[config.mk]
export PLATFORM = sky130hd
export DESIGN_NAME = core_ctrl_top
export DESIGN_NICKNAME = d
export VERILOG_FILES = /design/src/design/core_pkg.sv /design/src/design/core_ctrl_top.sv /design/src/design/radio_io_path.sv /design/src/design/readback_mux.sv /design/src/design/setting_bank.sv /design/src/design/cmd_decode.sv
export VERILOG_INCLUDE_DIRS = /design/src /design/src/include
export SDC_FILE = /design/constraint.sdc
export NUM_CORES = 1
export LEC_CHECK = 0
export BUFFER_PORTS_ARGS = -buffer_cell sky130_fd_sc_hd__buf_2
export CAP_MARGIN = 40
export CORE_ASPECT_RATIO = 0.8
export CORE_MARGIN = 2
export CORE_UTILIZATION = 30
export CTS_CLUSTER_SIZE = 14
export DETAILED_ROUTE_END_ITERATION = 10
export HOLD_SLACK_MARGIN = 0.15
export PLACE_DENSITY = 0.57
export SLEW_MARGIN = 10
export SYNTH_ARGS = -nofsm -noshare
export SYNTH_HDL_FRONTEND = slang
export SYNTH_HIERARCHICAL = 1
export SYNTH_SLANG_ARGS = --single-unit
[constraint.sdc]
create_clock -name radio_clk -period 4.1 [get_ports radio_clk]
set_input_delay 0.41 -clock radio_clk [delete_from_list [all_inputs] [get_ports radio_clk]]
set_output_delay 0.41 -clock radio_clk [all_outputs]
set_load 0.01 [all_outputs]
[src/include/core_consts.svh]
/*
 * Global control constants for the core control block.
 * Setting addresses, readback selects, reset values and
 * identification fields. Included by the package and by
 * any module or bench that needs a raw value.
 */
`ifndef CORE_CONSTS_SVH
`define CORE_CONSTS_SVH

// Setting register addresses
`define SR_LOOPBACK       8'd0
`define SR_MISC           8'd1
`define SR_DATA_DELAY     8'd2
`define SR_CLK_DELAY      8'd3
`define SR_RADIO_CONTROL  8'd4
`define SR_READBACK       8'd5
`define SR_GPSDO_ST       8'd6
`define SR_PPS_SEL        8'd7

// Readback selects, select 1 unused
`define RB_SIGNATURE      3'd0
`define RB_STATUS         3'd2
`define RB_BIST           3'd3
`define RB_GIT_HASH       3'd4

// Delay line control
`define DELAY_W           5
`define CLK_DELAY_RESET   16

// Identification fields
`define SIGNATURE_MAGIC   32'hACE0BA5E
`define PRODUCT_ID        16'h0230
`define COMPAT_MAJOR      8'h03
`define COMPAT_MINOR      8'h01
// Top nibble f marks an unclean build
`define GIT_HASH          32'hf7c0e93a

`endif
[src/design/core_pkg.sv]
/*
 * Shared types for the core control block.
 * Opcode, setting address, readback select and decode state
 * enums, plus the data word types. Referenced by scoped name.
 */
`include "core_consts.svh"

package core_pkg;

   // Host command opcode
   typedef enum logic {
      OP_WRITE = 1'b0,
      OP_READ  = 1'b1
   } cmd_op_t;

   // Setting register map
   typedef enum logic [7:0] {
      SET_LOOPBACK      = `SR_LOOPBACK,
      SET_MISC          = `SR_MISC,
      SET_DATA_DELAY    = `SR_DATA_DELAY,
      SET_CLK_DELAY     = `SR_CLK_DELAY,
      SET_RADIO_CONTROL = `SR_RADIO_CONTROL,
      SET_READBACK      = `SR_READBACK,
      SET_GPSDO_ST      = `SR_GPSDO_ST,
      SET_PPS_SEL       = `SR_PPS_SEL
   } setting_addr_t;

   // Readback word selects
   typedef enum logic [2:0] {
      RB_SEL_SIGNATURE = `RB_SIGNATURE,
      RB_SEL_STATUS    = `RB_STATUS,
      RB_SEL_BIST      = `RB_BIST,
      RB_SEL_GIT_HASH  = `RB_GIT_HASH
   } rb_sel_t;

   // Command decode FSM
   typedef enum logic [1:0] {
      ST_IDLE, ST_EXEC, ST_RESULT, ST_HOLD
   } decode_state_t;

   typedef logic [31:0] set_word_t;
   typedef logic [63:0] rb_word_t;
   typedef logic [31:0] sample_t;

endpackage

[src/design/core_ctrl_top.sv]
/*
 * Top level of the core control block. Connects the command
 * decode, setting bank, readback mux and radio IO path on the
 * single radio clock.
 */
`include "core_consts.svh"

module core_ctrl_top (
   input  logic                      radio_clk,
   input  logic                      i_reset,
   // Host command port
   input  logic                      i_cmd_req,
   input  core_pkg::cmd_op_t         i_cmd_op,
   input  core_pkg::setting_addr_t   i_cmd_addr,
   input  core_pkg::set_word_t       i_cmd_data,
   output logic                      o_cmd_ack,
   output core_pkg::rb_word_t        o_rb_data,
   // Status inputs
   input  core_pkg::set_word_t       i_rb_misc,
   input  logic                      i_bist_done,
   input  logic                      i_bist_error,
   // Radio and PPS
   input  logic                      i_pps_int,
   input  logic                      i_pps_ext,
   output logic                      o_pps,
   input  core_pkg::sample_t         i_rx0,
   input  core_pkg::sample_t         i_rx1,
   input  core_pkg::sample_t         i_tx0,
   input  core_pkg::sample_t         i_tx1,
   output core_pkg::sample_t         o_rx0,
   output core_pkg::sample_t         o_rx1,
   // Setting outputs
   output core_pkg::set_word_t       o_misc_outs,
   output logic [`DELAY_W-1:0]       o_data_delay,
   output logic [`DELAY_W-1:0]       o_clk_delay,
   output logic                      o_ld_data_delay,
   output logic                      o_ld_clk_delay,
   output logic [2:0]                o_radio_control,
   output logic [7:0]                o_gpsdo_st
);

   logic                      wr_stb;
   core_pkg::setting_addr_t   wr_addr;
   core_pkg::set_word_t       wr_data;
   logic                      res_stb;
   logic                      is_read;
   logic                      loopback;
   logic                      pps_sel;
   core_pkg::rb_sel_t         rb_sel;

   cmd_decode u_cmd_decode (
      .radio_clk(radio_clk), .i_reset(i_reset),
      .i_cmd_req(i_cmd_req), .i_cmd_op(i_cmd_op),
      .i_cmd_addr(i_cmd_addr), .i_cmd_data(i_cmd_data), .i_ack(o_cmd_ack),
      .o_wr_stb(wr_stb), .o_wr_addr(wr_addr), .o_wr_data(wr_data),
      .o_res_stb(res_stb), .o_is_read(is_read)
   );

   setting_bank u_setting_bank (
      .radio_clk(radio_clk), .i_reset(i_reset),
      .i_wr_stb(wr_stb), .i_wr_addr(wr_addr), .i_wr_data(wr_data),
      .o_loopback(loopback), .o_misc_outs(o_misc_outs),
      .o_data_delay(o_data_delay), .o_clk_delay(o_clk_delay),
      .o_ld_data_delay(o_ld_data_delay), .o_ld_clk_delay(o_ld_clk_delay),
      .o_radio_control(o_radio_control), .o_rb_sel(rb_sel),
      .o_gpsdo_st(o_gpsdo_st), .o_pps_sel(pps_sel)
   );

   readback_mux u_readback_mux (
      .radio_clk(radio_clk), .i_reset(i_reset),
      .i_res_stb(res_stb), .i_is_read(is_read), .i_rb_sel(rb_sel),
      .i_gpsdo_st(o_gpsdo_st), .i_rb_misc(i_rb_misc),
      .i_bist_done(i_bist_done), .i_bist_error(i_bist_error),
      .i_cmd_req(i_cmd_req), .o_rb_data(o_rb_data), .o_cmd_ack(o_cmd_ack)
   );

   radio_io_path u_radio_io_path (
      .radio_clk(radio_clk), .i_reset(i_reset),
      .i_pps_int(i_pps_int), .i_pps_ext(i_pps_ext), .i_pps_sel(pps_sel),
      .i_loopback(loopback),
      .i_rx0(i_rx0), .i_rx1(i_rx1), .i_tx0(i_tx0), .i_tx1(i_tx1),
      .o_pps(o_pps), .o_rx0(o_rx0), .o_rx1(o_rx1)
   );

endmodule

[src/design/radio_io_path.sv]
/*
 * Radio side helpers. Two-flop synchronizers on both PPS inputs
 * with a select between them, and the registered RX path with
 * TX-to-RX loopback for both channels.
 */
module radio_io_path (
   input  logic         radio_clk,
   input  logic         i_reset,
   input  logic         i_pps_int,
   input  logic         i_pps_ext,
   input  logic         i_pps_sel,
   input  logic         i_loopback,
   input  logic [31:0]  i_rx0,
   input  logic [31:0]  i_rx1,
   input  logic [31:0]  i_tx0,
   input  logic [31:0]  i_tx1,
   output logic         o_pps,
   output logic [31:0]  o_rx0,
   output logic [31:0]  o_rx1
);

   logic [1:0] pps_int_sync;
   logic [1:0] pps_ext_sync;

   //------------------------------------------------------------
   // PPS synchronizers
   //------------------------------------------------------------
   always_ff @(posedge radio_clk) begin
      if (i_reset) begin
         pps_int_sync <= 2'b00;
         pps_ext_sync <= 2'b00;
      end else begin
         pps_int_sync <= {pps_int_sync[0], i_pps_int};
         pps_ext_sync <= {pps_ext_sync[0], i_pps_ext};
      end
   end

   // 1 selects external
   assign o_pps = i_pps_sel ? pps_ext_sync[1] : pps_int_sync[1];

   // RX capture, loopback swaps in the TX sample
   always_ff @(posedge radio_clk) begin
      o_rx0 <= i_loopback ? i_tx0 : i_rx0;
      o_rx1 <= i_loopback ? i_tx1 : i_rx1;
   end

endmodule

[src/design/readback_mux.sv]
/*
 * Result stage. Builds the 64-bit readback word from the current
 * select, registers it on a read result and drives the command
 * acknowledge until the host drops req.
 */
`include "core_consts.svh"

module readback_mux (
   input  logic                  radio_clk,
   input  logic                  i_reset,
   input  logic                  i_res_stb,
   input  logic                  i_is_read,
   input  core_pkg::rb_sel_t     i_rb_sel,
   input  logic [7:0]            i_gpsdo_st,
   input  core_pkg::set_word_t   i_rb_misc,
   input  logic                  i_bist_done,
   input  logic                  i_bist_error,
   input  logic                  i_cmd_req,
   output core_pkg::rb_word_t    o_rb_data,
   output logic                  o_cmd_ack
);

   core_pkg::rb_word_t rb_word;

   // Readback word select, radio status byte reads zero
   always_comb begin
      case (i_rb_sel)
         core_pkg::RB_SEL_SIGNATURE:
            rb_word = {`SIGNATURE_MAGIC, `PRODUCT_ID, `COMPAT_MAJOR, `COMPAT_MINOR};
         core_pkg::RB_SEL_STATUS:
            rb_word = {16'h0, 8'h00, i_gpsdo_st, i_rb_misc};
         core_pkg::RB_SEL_BIST:
            rb_word = {62'h0, i_bist_error, i_bist_done};
         core_pkg::RB_SEL_GIT_HASH:
            rb_word = {32'h0, `GIT_HASH};
         default:
            rb_word = '0;
      endcase
   end

   // Word only updates on reads, writes leave it alone
   always_ff @(posedge radio_clk) begin
      if (i_res_stb && i_is_read) begin
         o_rb_data <= rb_word;
      end
   end

   // Ack set by result, cleared once req is low
   always_ff @(posedge radio_clk) begin
      if (i_reset) begin
         o_cmd_ack <= 1'b0;
      end else if (i_res_stb) begin
         o_cmd_ack <= 1'b1;
      end else if (!i_cmd_req) begin
         o_cmd_ack <= 1'b0;
      end
   end

   // Ack only answers a request still being held
   ack_needs_req : assert property (@(posedge radio_clk) disable iff (i_reset)
      $rose(o_cmd_ack) |-> $past(i_cmd_req));

endmodule

[src/design/setting_bank.sv]
/*
 * Execute stage. Eight setting registers loaded from the decoded
 * write strobe, each keeping only the low bits it needs. Writes to
 * the delay registers also raise a one-cycle load strobe.
 */
`include "core_consts.svh"

module setting_bank (
   input  logic                      radio_clk,
   input  logic                      i_reset,
   input  logic                      i_wr_stb,
   input  core_pkg::setting_addr_t   i_wr_addr,
   input  core_pkg::set_word_t       i_wr_data,
   output logic                      o_loopback,
   output core_pkg::set_word_t       o_misc_outs,
   output logic [`DELAY_W-1:0]       o_data_delay,
   output logic [`DELAY_W-1:0]       o_clk_delay,
   output logic                      o_ld_data_delay,
   output logic                      o_ld_clk_delay,
   output logic [2:0]                o_radio_control,
   output core_pkg::rb_sel_t         o_rb_sel,
   output logic [7:0]                o_gpsdo_st,
   output logic                      o_pps_sel
);

   //------------------------------------------------------------
   // Resettable settings
   //------------------------------------------------------------
   always_ff @(posedge radio_clk) begin
      if (i_reset) begin
         o_loopback      <= 1'b0;
         o_misc_outs     <= '0;
         o_data_delay    <= '0;
         o_clk_delay     <= `DELAY_W'(`CLK_DELAY_RESET);
         o_ld_data_delay <= 1'b0;
         o_ld_clk_delay  <= 1'b0;
         o_radio_control <= 3'd0;
         o_rb_sel        <= core_pkg::RB_SEL_SIGNATURE;
         o_pps_sel       <= 1'b0;
      end else begin
         o_ld_data_delay <= 1'b0;
         o_ld_clk_delay  <= 1'b0;
         if (i_wr_stb) begin
            case (i_wr_addr)
               core_pkg::SET_LOOPBACK:      o_loopback <= i_wr_data[0];
               core_pkg::SET_MISC:          o_misc_outs <= i_wr_data;
               // Delay writes pulse the matching load line
               core_pkg::SET_DATA_DELAY: begin
                  o_data_delay    <= i_wr_data[`DELAY_W-1:0];
                  o_ld_data_delay <= 1'b1;
               end
               core_pkg::SET_CLK_DELAY: begin
                  o_clk_delay    <= i_wr_data[`DELAY_W-1:0];
                  o_ld_clk_delay <= 1'b1;
               end
               core_pkg::SET_RADIO_CONTROL: o_radio_control <= i_wr_data[2:0];
               core_pkg::SET_READBACK:      o_rb_sel <= core_pkg::rb_sel_t'(i_wr_data[2:0]);
               core_pkg::SET_PPS_SEL:       o_pps_sel <= i_wr_data[0];
               default: ;
            endcase
         end
      end
   end

   // GPSDO status survives reset
   always_ff @(posedge radio_clk) begin
      if (i_wr_stb && i_wr_addr == core_pkg::SET_GPSDO_ST) begin
         o_gpsdo_st <= i_wr_data[7:0];
      end
   end

   // Load strobes never stretch past one cycle
   ld_data_one_cycle : assert property (@(posedge radio_clk) disable iff (i_reset)
      o_ld_data_delay |=> !o_ld_data_delay);

   ld_clk_one_cycle : assert property (@(posedge radio_clk) disable iff (i_reset)
      o_ld_clk_delay |=> !o_ld_clk_delay);

endmodule

[src/design/cmd_decode.sv]
/*
 * Command decode stage. Runs the device side of the four-phase
 * req/ack handshake, captures one command per request and turns
 * it into a setting write strobe and a result strobe.
 */
module cmd_decode (
   input  logic                      radio_clk,
   input  logic                      i_reset,
   input  logic                      i_cmd_req,
   input  core_pkg::cmd_op_t         i_cmd_op,
   input  core_pkg::setting_addr_t   i_cmd_addr,
   input  core_pkg::set_word_t       i_cmd_data,
   input  logic                      i_ack,
   output logic                      o_wr_stb,
   output core_pkg::setting_addr_t   o_wr_addr,
   output core_pkg::set_word_t       o_wr_data,
   output logic                      o_res_stb,
   output logic                      o_is_read
);

   core_pkg::decode_state_t state;

   //------------------------------------------------------------
   // Handshake FSM
   //------------------------------------------------------------
   always_ff @(posedge radio_clk) begin
      if (i_reset) begin
         state     <= core_pkg::ST_IDLE;
         o_wr_stb  <= 1'b0;
         o_res_stb <= 1'b0;
      end else begin
         // Strobes are single cycle
         o_wr_stb  <= 1'b0;
         o_res_stb <= 1'b0;
         case (state)
            core_pkg::ST_IDLE: begin
               if (i_cmd_req) begin
                  state    <= core_pkg::ST_EXEC;
                  o_wr_stb <= (i_cmd_op == core_pkg::OP_WRITE);
               end
            end
            // Setting bank takes the write this cycle
            core_pkg::ST_EXEC: begin
               state     <= core_pkg::ST_RESULT;
               o_res_stb <= 1'b1;
            end
            // Readback mux registers ack this cycle
            core_pkg::ST_RESULT: state <= core_pkg::ST_HOLD;
            // Wait for host to release req
            core_pkg::ST_HOLD: begin
               if (i_ack && !i_cmd_req) begin
                  state <= core_pkg::ST_IDLE;
               end
            end
            default: state <= core_pkg::ST_IDLE;
         endcase
      end
   end

   // Command capture on the accepted request
   // Host holds the fields stable until ack
   always_ff @(posedge radio_clk) begin
      if (state == core_pkg::ST_IDLE && i_cmd_req) begin
         o_wr_addr <= i_cmd_addr;
         o_wr_data <= i_cmd_data;
         o_is_read <= (i_cmd_op == core_pkg::OP_READ);
      end
   end

   // Write strobe only in the execute stage
   wr_stb_in_exec : assert property (@(posedge radio_clk) disable iff (i_reset)
      o_wr_stb |-> (state == core_pkg::ST_EXEC));

endmodule

==> results.md, run 1 <==
- The run finished with clean final reports.
- The count of fill cells added during filler insertion is around 2500.
- After clock tree synthesis, the clock-pin slew on the worst setup and hold paths is about 0.060 ns.
- The total number of vias is roughly 6300.
- The routed length per placed instance is approximately 16 µm.
- The flip-flop cell with the highest count after synthesis is dfxtp_1.
- Setup repair after global routing left no endpoint under its margin.
- The number of warning messages in the yosys log is 6.
- The critical path arrival is between 2 and 3 ns.
- In this run the standard cell core region covers about 0.027 mm².
- The max-capacitance violation count is 0.
- The mapped netlist covers ~0.0085 mm².
- The area enclosed by the die boundary is 0.0295 mm².
- The normalized max-slew margin is about 42%.
- The path class of the tightest hold or removal check is input port to flop.
- Relative to the synthesized area, the layout overhead comes to 53.0%.
- On the worst path, the slowest cell contributes a delay of 0.91 ns.
- Leaving out fill and tap cells, the most frequent cell in the layout is buf_2.
- STA classifies the critical path startpoint as a flop.
- A synthesized cell averages 14.4 µm².
- The worst setup path is captured at a flop.
- The top cell types in the final layout, fill and taps aside, are buf_2 (380), dlygate4sd3_1 (168), dfxtp_1 (124), edfxtp_1 (90), nand2b_1 (87).
- The count of input and output buffers is between 300 and 400.
- The clock skew is 0.0116 ns.
- After detailed placement, the total cell area comes to ~0.011 mm².
- In the routed design, unresolved DRC markers number 0.
- After global routing the overflow that remains totals 0.
- The post-route setup TNS is 0 ns.
- The post-route minimum period is roughly 2.5 ns.
- The areal power density over the cells is between 400 and 500 mW/mm².
- Global routing used approximately 18% of the available met1 tracks.
- OpenSTA, run right after detailed placement, puts the worst setup slack at 1.92 ns.
- The final worst setup slack is ~1.6 ns.
- Setup violations remaining at the end of the flow were counted as 0.
- The largest net degree at the start of global routing is 46.
- The type of the setup path with the least slack is flop to flop.
- The max-slew violation total from the final report is 0.
- The first global-routing pass estimated ~36000 µm of wire.
- Once layout is done, the placed cells without fillers occupy 0.0129 mm².
- The share of total power consumed by net switching is a little under a quarter.
- The total leakage power is approximately 0.0057 µW.
- The cell sitting at the root of the clock tree is a clkbuf_16.
- The required arrival time at the worst endpoint is 4.50 ns.
- The number of resized instances in the post-cts repair step is 0.
- The critical path goes through buf_4 > mux2_2 > dlygate4sd3_1.
- Along the worst path, the maximum fanout reaches between 40 and 50.
- The number of sinks on the clock net is 215.
- The post-detailed-route count of antenna-violating nets is 0.
- The number of buffer and inverter stages on the critical path is 2.
- The final core utilization is between 40% and 50%.
- Yosys mapped a number of flops with a built-in enable equal to 90.
- The proportion of synthesized chip area in sequential cells is between 60 and 70%.
- ~390 I/O pins were placed.
- The kind of cell with the highest combined delay along the critical path is buffers and inverters.
- The number of antenna violations at the first check in global routing was 4.
- The post-route clock period utilization is 60.2%.
- The layer flagged by global routing as most heavily used is met2.
- The share of total power in the clock network is roughly 39%.
- The initial core utilization is between 30% and 40%.
- Measured along the y axis, the die boundary spans 154 µm.
- Synthesis inferred roughly 220 register bits.
- The post-detailed-placement half-perimeter wirelength is between 15000 and 20000 µm.
- The multi-input combinational cells in the finished layout cover a total of around 0.0028 mm².
- The clock passes through at most 3 buffers.
- The final layout contains routed wiring with a total length of between 20000 and 25000 µm.
- The slew of the pin with the lowest slew margin is ~0.87 ns.
- The total count of hold-check failures in the final report was 0.
- The fraction of layout instances using a drive strength above 1 is between 40% and 50%.
- In this run, the number of DRC markers left after iteration 0 of detailed routing was 241.
- Dividing the detail-routed via count by the number of cells gives 4.21.
- The largest vdd supply drop is about 0.27 mV.
- The share of total power dissipated in sequential elements is around 50%.
- The register area is roughly 0.0052 mm².
- The worst-path cell with the longest stage delay is dfxtp_4.
- The share of async-settable or async-resettable flops after synthesis is 0%.
- The maximum clock rate is around 400 MHz.
- Global routing consumed, on the met2 layer, between 20 and 30% of the routing resources.
- The clock tree from TritonCTS is built.
- The first detailed-routing pass ran for 6 iterations.
- The number of CTS-inserted buffers is 24.
- The total net switching power is 1240 µW.
- The number of nets in the final layout is between 1000 and 1500.
- The placer congestion estimate is 0.768.
- The cell count after synthesis is 585.
- The via count of the first global-routing pass is 6535.
- Global routing used ~16% of the available tracks.
- From left edge to right edge, the die measures around 190 µm.
- The combinational power share is about 13%.
- The internal power of the cells totals 3970 µW.
- The design draws between 5000 and 6000 µW.
- The initialized floorplan defines 54 standard-cell rows.
- The number of distinct library cells after synthesis is 38.
- CTS built an H-tree with a depth of 1.
- Clock latency on the worst-skew pair, taken at its later pin, is slightly above 0.5 ns.
- For met3 alone, demand over resource in global routing was a little over 4%.
layout make-up:
class / instances / area share (%)
well taps: 364 / 3.52
multi-input cells: 315 / 21.6
clock inverters: 10 / 0.436
clock buffers: 34 / 5.26
diodes: 3 / 0.0581
inverters: 10 / 0.290
repair buffers: 556 / 28.5
flip-flops and latches: 215 / 40.3
timing repair:
item,4_1_cts,5_1_grt
setup buffers,0,0
endpoints found under the hold margin,107,0
hold buffers,168,0
stage by stage:
step,hold slack (ns),std cells
5_1_grt,0.151,1507
2_1_floorplan,0.414,596
4_1_cts,0.151,1504
3_3_place_gp,0.421,1289
3_5_place_dp,0.420,1292
6_report,0.169,1507
metal layers:
| layer | vias up | wire, µm |
|---|---|---|
| li1 | 3073 | - |
| met1 | 2960 | 9620 |
| met2 | 265 | 11900 |
| met3 | 41 | 1770 |
| met4 | 0 | 745 |
| met5 | - | 0 |
power groups by stage:
| stage | combinational (µW) | sequential [µW] | clock, µW |
|---|---|---|---|
| 5_1_grt | 730 | 2550 | 2160 |
| 3_5_place_dp | 546 | 2570 | 0 |
| 3_3_place_gp | 516 | 2570 | 0 |
| 2_1_floorplan | 256 | 2600 | 0 |
| 4_1_cts | 671 | 2530 | 2070 |
| 6_report | 670 | 2530 | 2010 |
synth_stat cells, types with 2 or more instances:
cell type,count,share of area (%)
nand3_1,2,0.12
a21oi_2,10,1.0
and2_1,15,1.1
buf_2,8,0.47
ha_1,5,0.74
nand3b_1,15,1.3
dfxtp_1,125,30
nor2b_1,6,0.44
edfxtp_1,90,32
nand2_1,3,0.13
nor3b_1,3,0.27
a21oi_1,16,0.95
buf_4,24,2.1
inv_1,10,0.44
nand4_1,2,0.15
buf_12,6,1.4
mux2i_1,52,6.2
nor2_1,5,0.22
nand2b_1,87,6.4
mux2_4,60,11
buf_6,7,0.93
clkbuf_1,11,0.49
nand4b_1,3,0.31
mux2_2,5,0.67
and4b_1,2,0.24
registers in the layout (all words and copies together), names as in the netlist, 2 cells and up:
| name | count |
|---|---|
| u_setting_bank/o_rb_sel | 3 |
| u_radio_io_path/pps_ext_sync | 2 |
| u_radio_io_path/o_rx0 | 32 |
| u_setting_bank/o_data_delay | 5 |
| u_cmd_decode/state | 2 |
| u_setting_bank/o_misc_outs | 32 |
| u_readback_mux/o_rb_data | 41 |
| u_cmd_decode/o_wr_data | 32 |
| u_setting_bank/o_radio_control | 3 |
| u_setting_bank/o_clk_delay | 5 |
| u_setting_bank/o_gpsdo_st | 8 |
| u_cmd_decode/o_wr_addr | 8 |
| u_radio_io_path/pps_int_sync | 2 |
| u_radio_io_path/o_rx1 | 32 |
logic make-up after synthesis:
kind of cell    synth area share (%)
flops                           61.6
mux                             17.5
fa+ha+maj                      0.740
simple gates                    11.8
compound gates                  2.44
other cells                   0.0444
buf+inv                         5.89
path summary, 6_finish.rpt:
kind	from	endpoint	slack (ns)	cells after the start
worst min-delay path	i_rx1[29]	u_radio_io_path/o_rx1[29]	0.17	2
worst max register to register	u_setting_bank/o_loopback	u_radio_io_path/o_rx1[30]	1.63	3
worst max-delay path	u_setting_bank/o_loopback	u_radio_io_path/o_rx1[30]	1.63	3
worst min register to register	u_radio_io_path/pps_ext_sync[0]	u_radio_io_path/pps_ext_sync[1]	0.43	1
Note: power is estimated with default switching activity, not from simulation.
==> inputs of run 2 (changes only) <==
PLACE_DENSITY = 0.59   (was 0.57)
clock period = 2.01 ns   (was 4.1 ns; I/O delays follow)
==> run 2 against run 1 <==
Against the previous run:
- global-route usage is 0.43 points higher
- register-to-register slack worse by 1.5 ns
- critical endpoint is now u_radio_io_path/o_rx1[31]
- largest power group unchanged
- fmax up 29%
- via count grew 2.9%
==> results.md, run 2 (synthesis results as in run 1) <==
- The number of CTS-inserted buffers is 24.
- The worst-path cell with the longest stage delay is dlygate4sd3_1.
- The type of element launching the critical path is a flop.
- Setup repair after global routing left no endpoint under its margin.
- In this run the power spent charging and discharging nets is roughly 2600 µW.
- The vertical die dimension is 154 µm.
- The count of input and output buffers is 380.
- The number of sinks on the clock net is roughly 220.
- The biggest fanout along the worst timing path is 35.
- Clock-pin slew was measured on the worst setup and hold paths at around 0.060 ns.
- The max-slew violation total from the final report is 0.
- The critical path arrival is 2.30 ns.
- The largest register by flop count is u_readback_mux/o_rb_data.
- TritonCTS built the clock tree.
- The worst path needs roughly 1.9 ns of the cycle, external delays included.
- The number of buffers and inverters on the critical path is 2.
- Of the total power, the share spent switching nets is a little under a quarter.
- The endpoint kind of the worst setup timing path is a flop.
- Dividing the detail-routed wire length by the instance count gives around 16 µm.
- Wire segments on met2 add up to between 10000 and 15000 µm in the final route.
- In this run the cell area measured after placement is between 0.01 and 0.015 mm².
- For this block, the initial DRC count from the detailed router was 230.
- The maximum clock rate is ~520 MHz.
- Broken down by cell family, the worst path's largest delay share belongs to buffers and inverters.
- The routed layout has 6521 vias.
- The placer congestion estimate is 0.762.
- The total wire length after detailed routing is roughly 25000 µm.
- The number of search-and-repair iterations in the first detailed-routing pass is 6.
- The run finished with clean final reports.
- Internal power comes to between 8000 and 9000 µW.
- The total power after layout is 11000 µW.
- Setup violations remaining at the end of the flow were counted as 0.
- The type of the setup path with the least slack is flop to flop.
- The floorplan step defined a die boundary enclosing a little under 0.03 mm².
- The via count of the first global-routing pass was between 6000 and 7000.
- The areal power density over the cells is roughly 820 mW/mm².
- In the final routing, the length of wire on met1 measures approximately 10000 µm.
- IR analysis of the VDD net gives a maximum drop of between 0.6 and 0.7 mV.
- In this run the clock root is driven by a clkbuf_16.
- For this run, the total global-route usage over all layers was measured as between 15 and 20%.
- The standard cell core area is between 0.02 and 0.03 mm².
- The first global-routing pass estimated about 37000 µm of wire.
- The library cell used most frequently in the layout, excluding fill and tap cells, is buf_2.
- The via-per-instance ratio is between 4 and 5.
- The final layout contains 1382 nets.
- At the pin with the least slew margin, the transition time is 0.594 ns.
- The final design instance area without fill is approximately 0.013 mm².
- The sequential cell fraction of total power is around 47%.
- Detailed placement ended at an HPWL of between 15000 and 20000 µm.
- CTS built an H-tree with a depth of 1.
- Measured against its own limit, the worst slew margin works out to 60.2%.
- The critical path goes through buf_12 > mux2_2 > dlygate4sd3_1.
- The count of nets left with antenna violations once routing finished came out at 0.
- The routed design uses 1890 µm of met3 wire.
- The buffer depth of the longest clock path is 3.
- The worst hold-check slack is ~0.2 ns.
- The synthesis-to-layout area growth is 59.5%.
- Entering global routing, the biggest net connects between 40 and 50 pins.
- For this run the aggregate overflow at the end of global routing stands at 0.
- The post-route clock period utilization is a little over nine tenths.
- In this run the top signal layer used is met5.
- The total leakage power is 0.00592 µW.
- The largest single stage delay on the critical path is 0.56 ns.
- The die width is between 150 and 200 µm.
- On the final layout, the worst clock skew is ~0.015 ns.
- For this run, design rule violations remaining after detail routing come to 0.
- For the worst-skew pair, the clock arrives at the later sink with an insertion delay of between 0.5 and 0.6 ns.
- The clock network accounts for around two fifths of the total power.
- The register with the most flip-flops in the layout has just over 40 of them.
- The fraction of layout instances using a drive strength above 1 is 43.8%.
- Setup total negative slack on the finished layout was measured at 0 ns.
- STA puts the critical path data required time at 2.40 ns.
- The count of fill cells added during filler insertion is 2411.
- The top cell types in the final layout, fill and taps aside, are buf_2 (380), dlygate4sd3_1 (205), dfxtp_1 (123), edfxtp_1 (90), nand2b_1 (87).
- For this configuration, the core starts out at a cell density of a little under a third.
- Pin placement for this block handled about 390 I/O pins.
- The number of antenna violations at the first check in global routing is 3.
- The tightest min-delay check is of the input port to flop type.
- Max-cap violations in this run came to 0.
- The floorplan has between 50 and 60 rows.
- The combinational power share is a little over an eighth.
- The total count of hold-check failures in the final report is 0.
run 2: what timing repair did:
action,CTS,global route
hold buffers,205,0
setup endpoints to repair,0,1
endpoints found under the hold margin,143,0
gates resized for setup,0,1
setup buffers,0,0
run 2: worst paths after layout:
check / start / end / slack, ns / cells past startpoint
setup / recovery: u_setting_bank/o_loopback / u_radio_io_path/o_rx1[31] / 0.1 / 3
hold / removal: i_rb_misc[0] / u_readback_mux/o_rb_data[0] / 0.20 / 3
setup reg to reg: u_setting_bank/o_loopback / u_radio_io_path/o_rx1[31] / 0.1 / 3
hold reg to reg: u_radio_io_path/pps_ext_sync[0] / u_radio_io_path/pps_ext_sync[1] / 0.45 / 1
run 2: cell type report:
type	instances	area [µm²]	share of cell area [%]
Sequential cell	215	5210	38.7
Timing Repair Buffer	603	4160	30.9
Multi-Input combinational cell	315	2790	20.7
Clock buffer	38	777	5.76
Tap cell	364	455	3.38
Clock inverter	6	37.5	0.278
Inverter	10	37.5	0.278
Antenna cell	2	5.00	0.0371
run 2: worst register-to-register path: stages (launching register included):
cell	delay [ns]
dfxtp_4	0.51
buf_12	0.30
mux2_2	0.41
dlygate4sd3_1	0.56
run 2: power by group through the flow:
stage / clock network, µW / registers [µW] / logic [µW]
final: 4410 / 5170 / 1430
after global routing: 4690 / 5210 / 1550
after CTS: 4530 / 5170 / 1420
after detailed placement: 0 / 5260 / 1110
after global placement: 0 / 5250 / 1100
after floorplan: 0 / 5300 / 523
run 2: per-stage QoR:
step           util (%)  instances  worst slack (ns)
3_3_place_gp       38.6       1302             0.328
5_1_grt            49.0       1553            0.0435
2_1_floorplan         -        596            0.0356
3_5_place_dp       38.6       1302             0.317
6_report           49.0       1553            0.0970
4_1_cts            49.0       1551            0.0820
run 2: per-layer routing:
metal  vias to the layer above  track usage, %
li1                       3165               -
met1                      3020            18.9
met2                       278            27.9
met3                        56            4.43
met4                         2            6.37
met5                         -               0
==> inputs of run 3 (changes only) <==
RECOVER_POWER = 100   (was default)
==> run 3 against run 2 <==
Against the previous run:
- sequential power is essentially flat
- routed wire length rose by 0.88%
- clock-buffer cell count stayed put
- clock power about the same
- final cell count unchanged
- critical endpoint is now u_radio_io_path/o_rx0[29]
- highest routed layer unchanged
==> results.md, run 3 (synthesis results as in run 1) <==
- The run finished with clean final reports.
- The total number of vias is approximately 6600.
- The die width is between 150 and 200 µm.
- The total leakage power is 0.00515 µW.
- The vertical die dimension is about 150 µm.
- The die covers 0.0295 mm².
- The cell row count is between 50 and 60.
- The routed length per placed instance is between 15 and 20 µm.
- 393 I/O pins were placed.
- The number of setup violations in the final report is 0.
- The final core utilization is 47.1%.
- The internal power is about 8300 µW.
- In this run the worst path has a maximum fanout of 19.
- The violation count after the first detailed-route iteration is about 260.
- In this run the remaining antenna-violating nets after routing total 0.
- The count of input and output buffers is 380.
- The design draws between 10000 and 15000 µW.
- The total net switching power is 2570 µW.
- After floorplanning, the core was sized to cover 0.0275 mm².
- Entering global routing, the biggest net connects 48 pins.
- The total area of multi-input combinational cells is roughly 0.0026 mm².
- Once routing completed, OpenROAD measured the worst setup slack at around 0.12 ns.
- The library cell used most frequently in the layout, excluding fill and tap cells, is dlygate4sd3_1.
- The top cell types in the final layout, fill and taps aside, are dlygate4sd3_1 (205), buf_2 (195), clkbuf_1 (191), dfxtp_1 (123), edfxtp_1 (90).
- The tree built by TritonCTS fans out to ~220 sinks.
- The post-CTS setup-driven buffer insertion count is 0.
- The critical path arrival is between 2 and 2.5 ns.
- The final layout contains 1382 nets.
- CTS built an H-tree with a depth of 1.
- The synthesis-to-layout area growth is 53.3%.
- The max-capacitance violation count is 0.
- The via count of the first global-routing pass is ~6800.
- The via-per-instance ratio is between 4 and 5.
- The worst register-to-register path begins at u_setting_bank/o_loopback.
- Tracing the worst setup path back leads to its startpoint at u_setting_bank/o_loopback.
- Dividing the final minimum period by the clock period gives a little over nine tenths.
- The endpoint kind of the worst setup timing path is a flop.
- Derived from the worst setup path, the maximum achievable clock frequency is 530 MHz.
- The first global-routing pass estimated between 30000 and 40000 µm of wire.
- In this run the tightest slew margin relative to its limit is a little over a quarter.
- Prior to clock tree synthesis, the placed netlist has a worst setup slack of around 0.32 ns.
- The slew of the pin with the lowest slew margin is 1.11 ns.
- The number of CTS-inserted buffers is 24.
- The type of element launching the critical path is a flop.
- The later pin in the worst-skew pair is clocked with a latency of approximately 0.51 ns.
- By startpoint and endpoint, the worst setup path is classified as flop to flop.
- The count of fill cells added during filler insertion is 2599.
- The worst min-delay path startpoint is i_rb_misc[0].
- The largest register by flop count is u_readback_mux/o_rb_data.
- The worst hold path class is input port to flop.
- For this configuration, the core starts out at a cell density of 30.7%.
- In this run, the clock network consumes 40.5% of the power.
- The post-detailed-placement half-perimeter wirelength is 17100 µm.
- In this run, the combinational gates consume approximately an eighth of the power.
- The total count of hold-check failures in the final report is 0.
- TritonCTS built the clock tree.
- In this run the power density over the cells is 841 mW/mm².
- Net switching is a little under a quarter of the power.
- The number of antenna violations at the first check in global routing is 3.
- The flip-flop count of the largest register, all copies and words added is 41.
- Setup repair after global routing left no endpoint under its margin.
- The aggregate global-route resource usage is 16.1%.
- The clock skew is roughly 0.014 ns.
- The placer congestion estimate is between 0.7 and 0.8.
- After routing, the total negative slack on setup checks comes to 0 ns.
- In the final layout, the share of cells above drive strength 1 is approximately 23%.
- The overall overflow remaining after global route is 0.
- The first TritonRoute pass finished after 4 iterations.
- Wires add up to around 25000 µm.
- The post-route minimum period is around 1.9 ns.
- Registers take ~0.0052 mm².
- Hold timing on the final database bottoms out at a slack of 0.190 ns.
- The clock slew at the register clock pins of the worst setup and hold paths is roughly 0.06 ns.
- The tree is rooted in a clkbuf_16.
- Sequential cells account for a little under half of the total power.
- At the worst endpoint, the required time is around 2.4 ns.
- In the routed design, unresolved DRC markers number 0.
- The buffer depth of the longest clock path is 3.
- The max-slew violation total from the final report is 0.
- VDD sags by at most around 0.62 mV.
-- run 3: changes by cell type in the layout (fill, tap and decap cells not counted), moves of 3 or more --
cell	before	now
a21oi_1	16	23
a21oi_2	10	3
and2_0	0	12
and2_1	13	1
buf_12	6	3
buf_2	380	195
buf_4	12	8
clkbuf_1	5	191
clkbuf_2	0	4
mux2_1	0	56
mux2_4	60	4
-- run 3: metrics by stage --
| stage | cells | area [µm²] |
|---|---|---|
| 2_1_floorplan | 596 | 8490 |
| 3_3_place_gp | 1302 | 10600 |
| 3_5_place_dp | 1302 | 10600 |
| 4_1_cts | 1551 | 13500 |
| 5_1_grt | 1553 | 13000 |
| 6_report | 1553 | 13000 |
-- run 3: final timing paths --
| check | end | slack [ns] | cells after the start |
|---|---|---|---|
| hold reg to reg | u_radio_io_path/pps_ext_sync[1] | 0.44 | 1 |
| hold / removal | u_readback_mux/o_rb_data[0] | 0.19 | 3 |
| setup reg to reg | u_radio_io_path/o_rx0[29] | 0.12 | 3 |
| setup / recovery | u_radio_io_path/o_rx0[29] | 0.12 | 3 |
-- run 3: layout make-up --
class / count / area share [%]
inverters: 10 / 0.290
clock inverters: 6 / 0.290
clock buffers: 38 / 6.00
diodes: 2 / 0.0386
well taps: 364 / 3.52
multi-input cells: 315 / 19.7
flip-flops and latches: 215 / 40.2
repair buffers: 603 / 30.0
-- run 3: power by group through the flow --
stage / Combinational, µW / Sequential [µW] / Clock [µW]
after CTS: 1420 / 5170 / 4530
final: 1300 / 5180 / 4410
after floorplan: 523 / 5300 / 0
after global placement: 1100 / 5250 / 0
after detailed placement: 1110 / 5260 / 0
after global routing: 1440 / 5220 / 4690
-- run 3: repair_timing --
| item | 4_1_cts | 5_1_grt |
|---|---|---|
| endpoints found under the hold margin | 143 | 0 |
| gates resized for setup | 0 | 1 |
| hold buffers | 205 | 0 |
| setup endpoints to repair | 0 | 1 |
-- run 3: critical path, stage by stage (launching register included) --
cell	delay (ns)
dfxtp_4	0.47
buf_4	0.33
mux2_1	0.38
dlygate4sd3_1	0.57
-- run 3: per-layer routing --
metal / vias up / global-route usage, % / routed length (µm) / share of wire [%]
met5: - / 0 / 13 / 0.051
met4: 2 / 6.37 / 1030 / 4.1
met3: 58 / 4.43 / 1970 / 7.8
met2: 287 / 27.9 / 11900 / 47
met1: 3066 / 18.9 / 10400 / 41
li1: 3165 / - / - / -
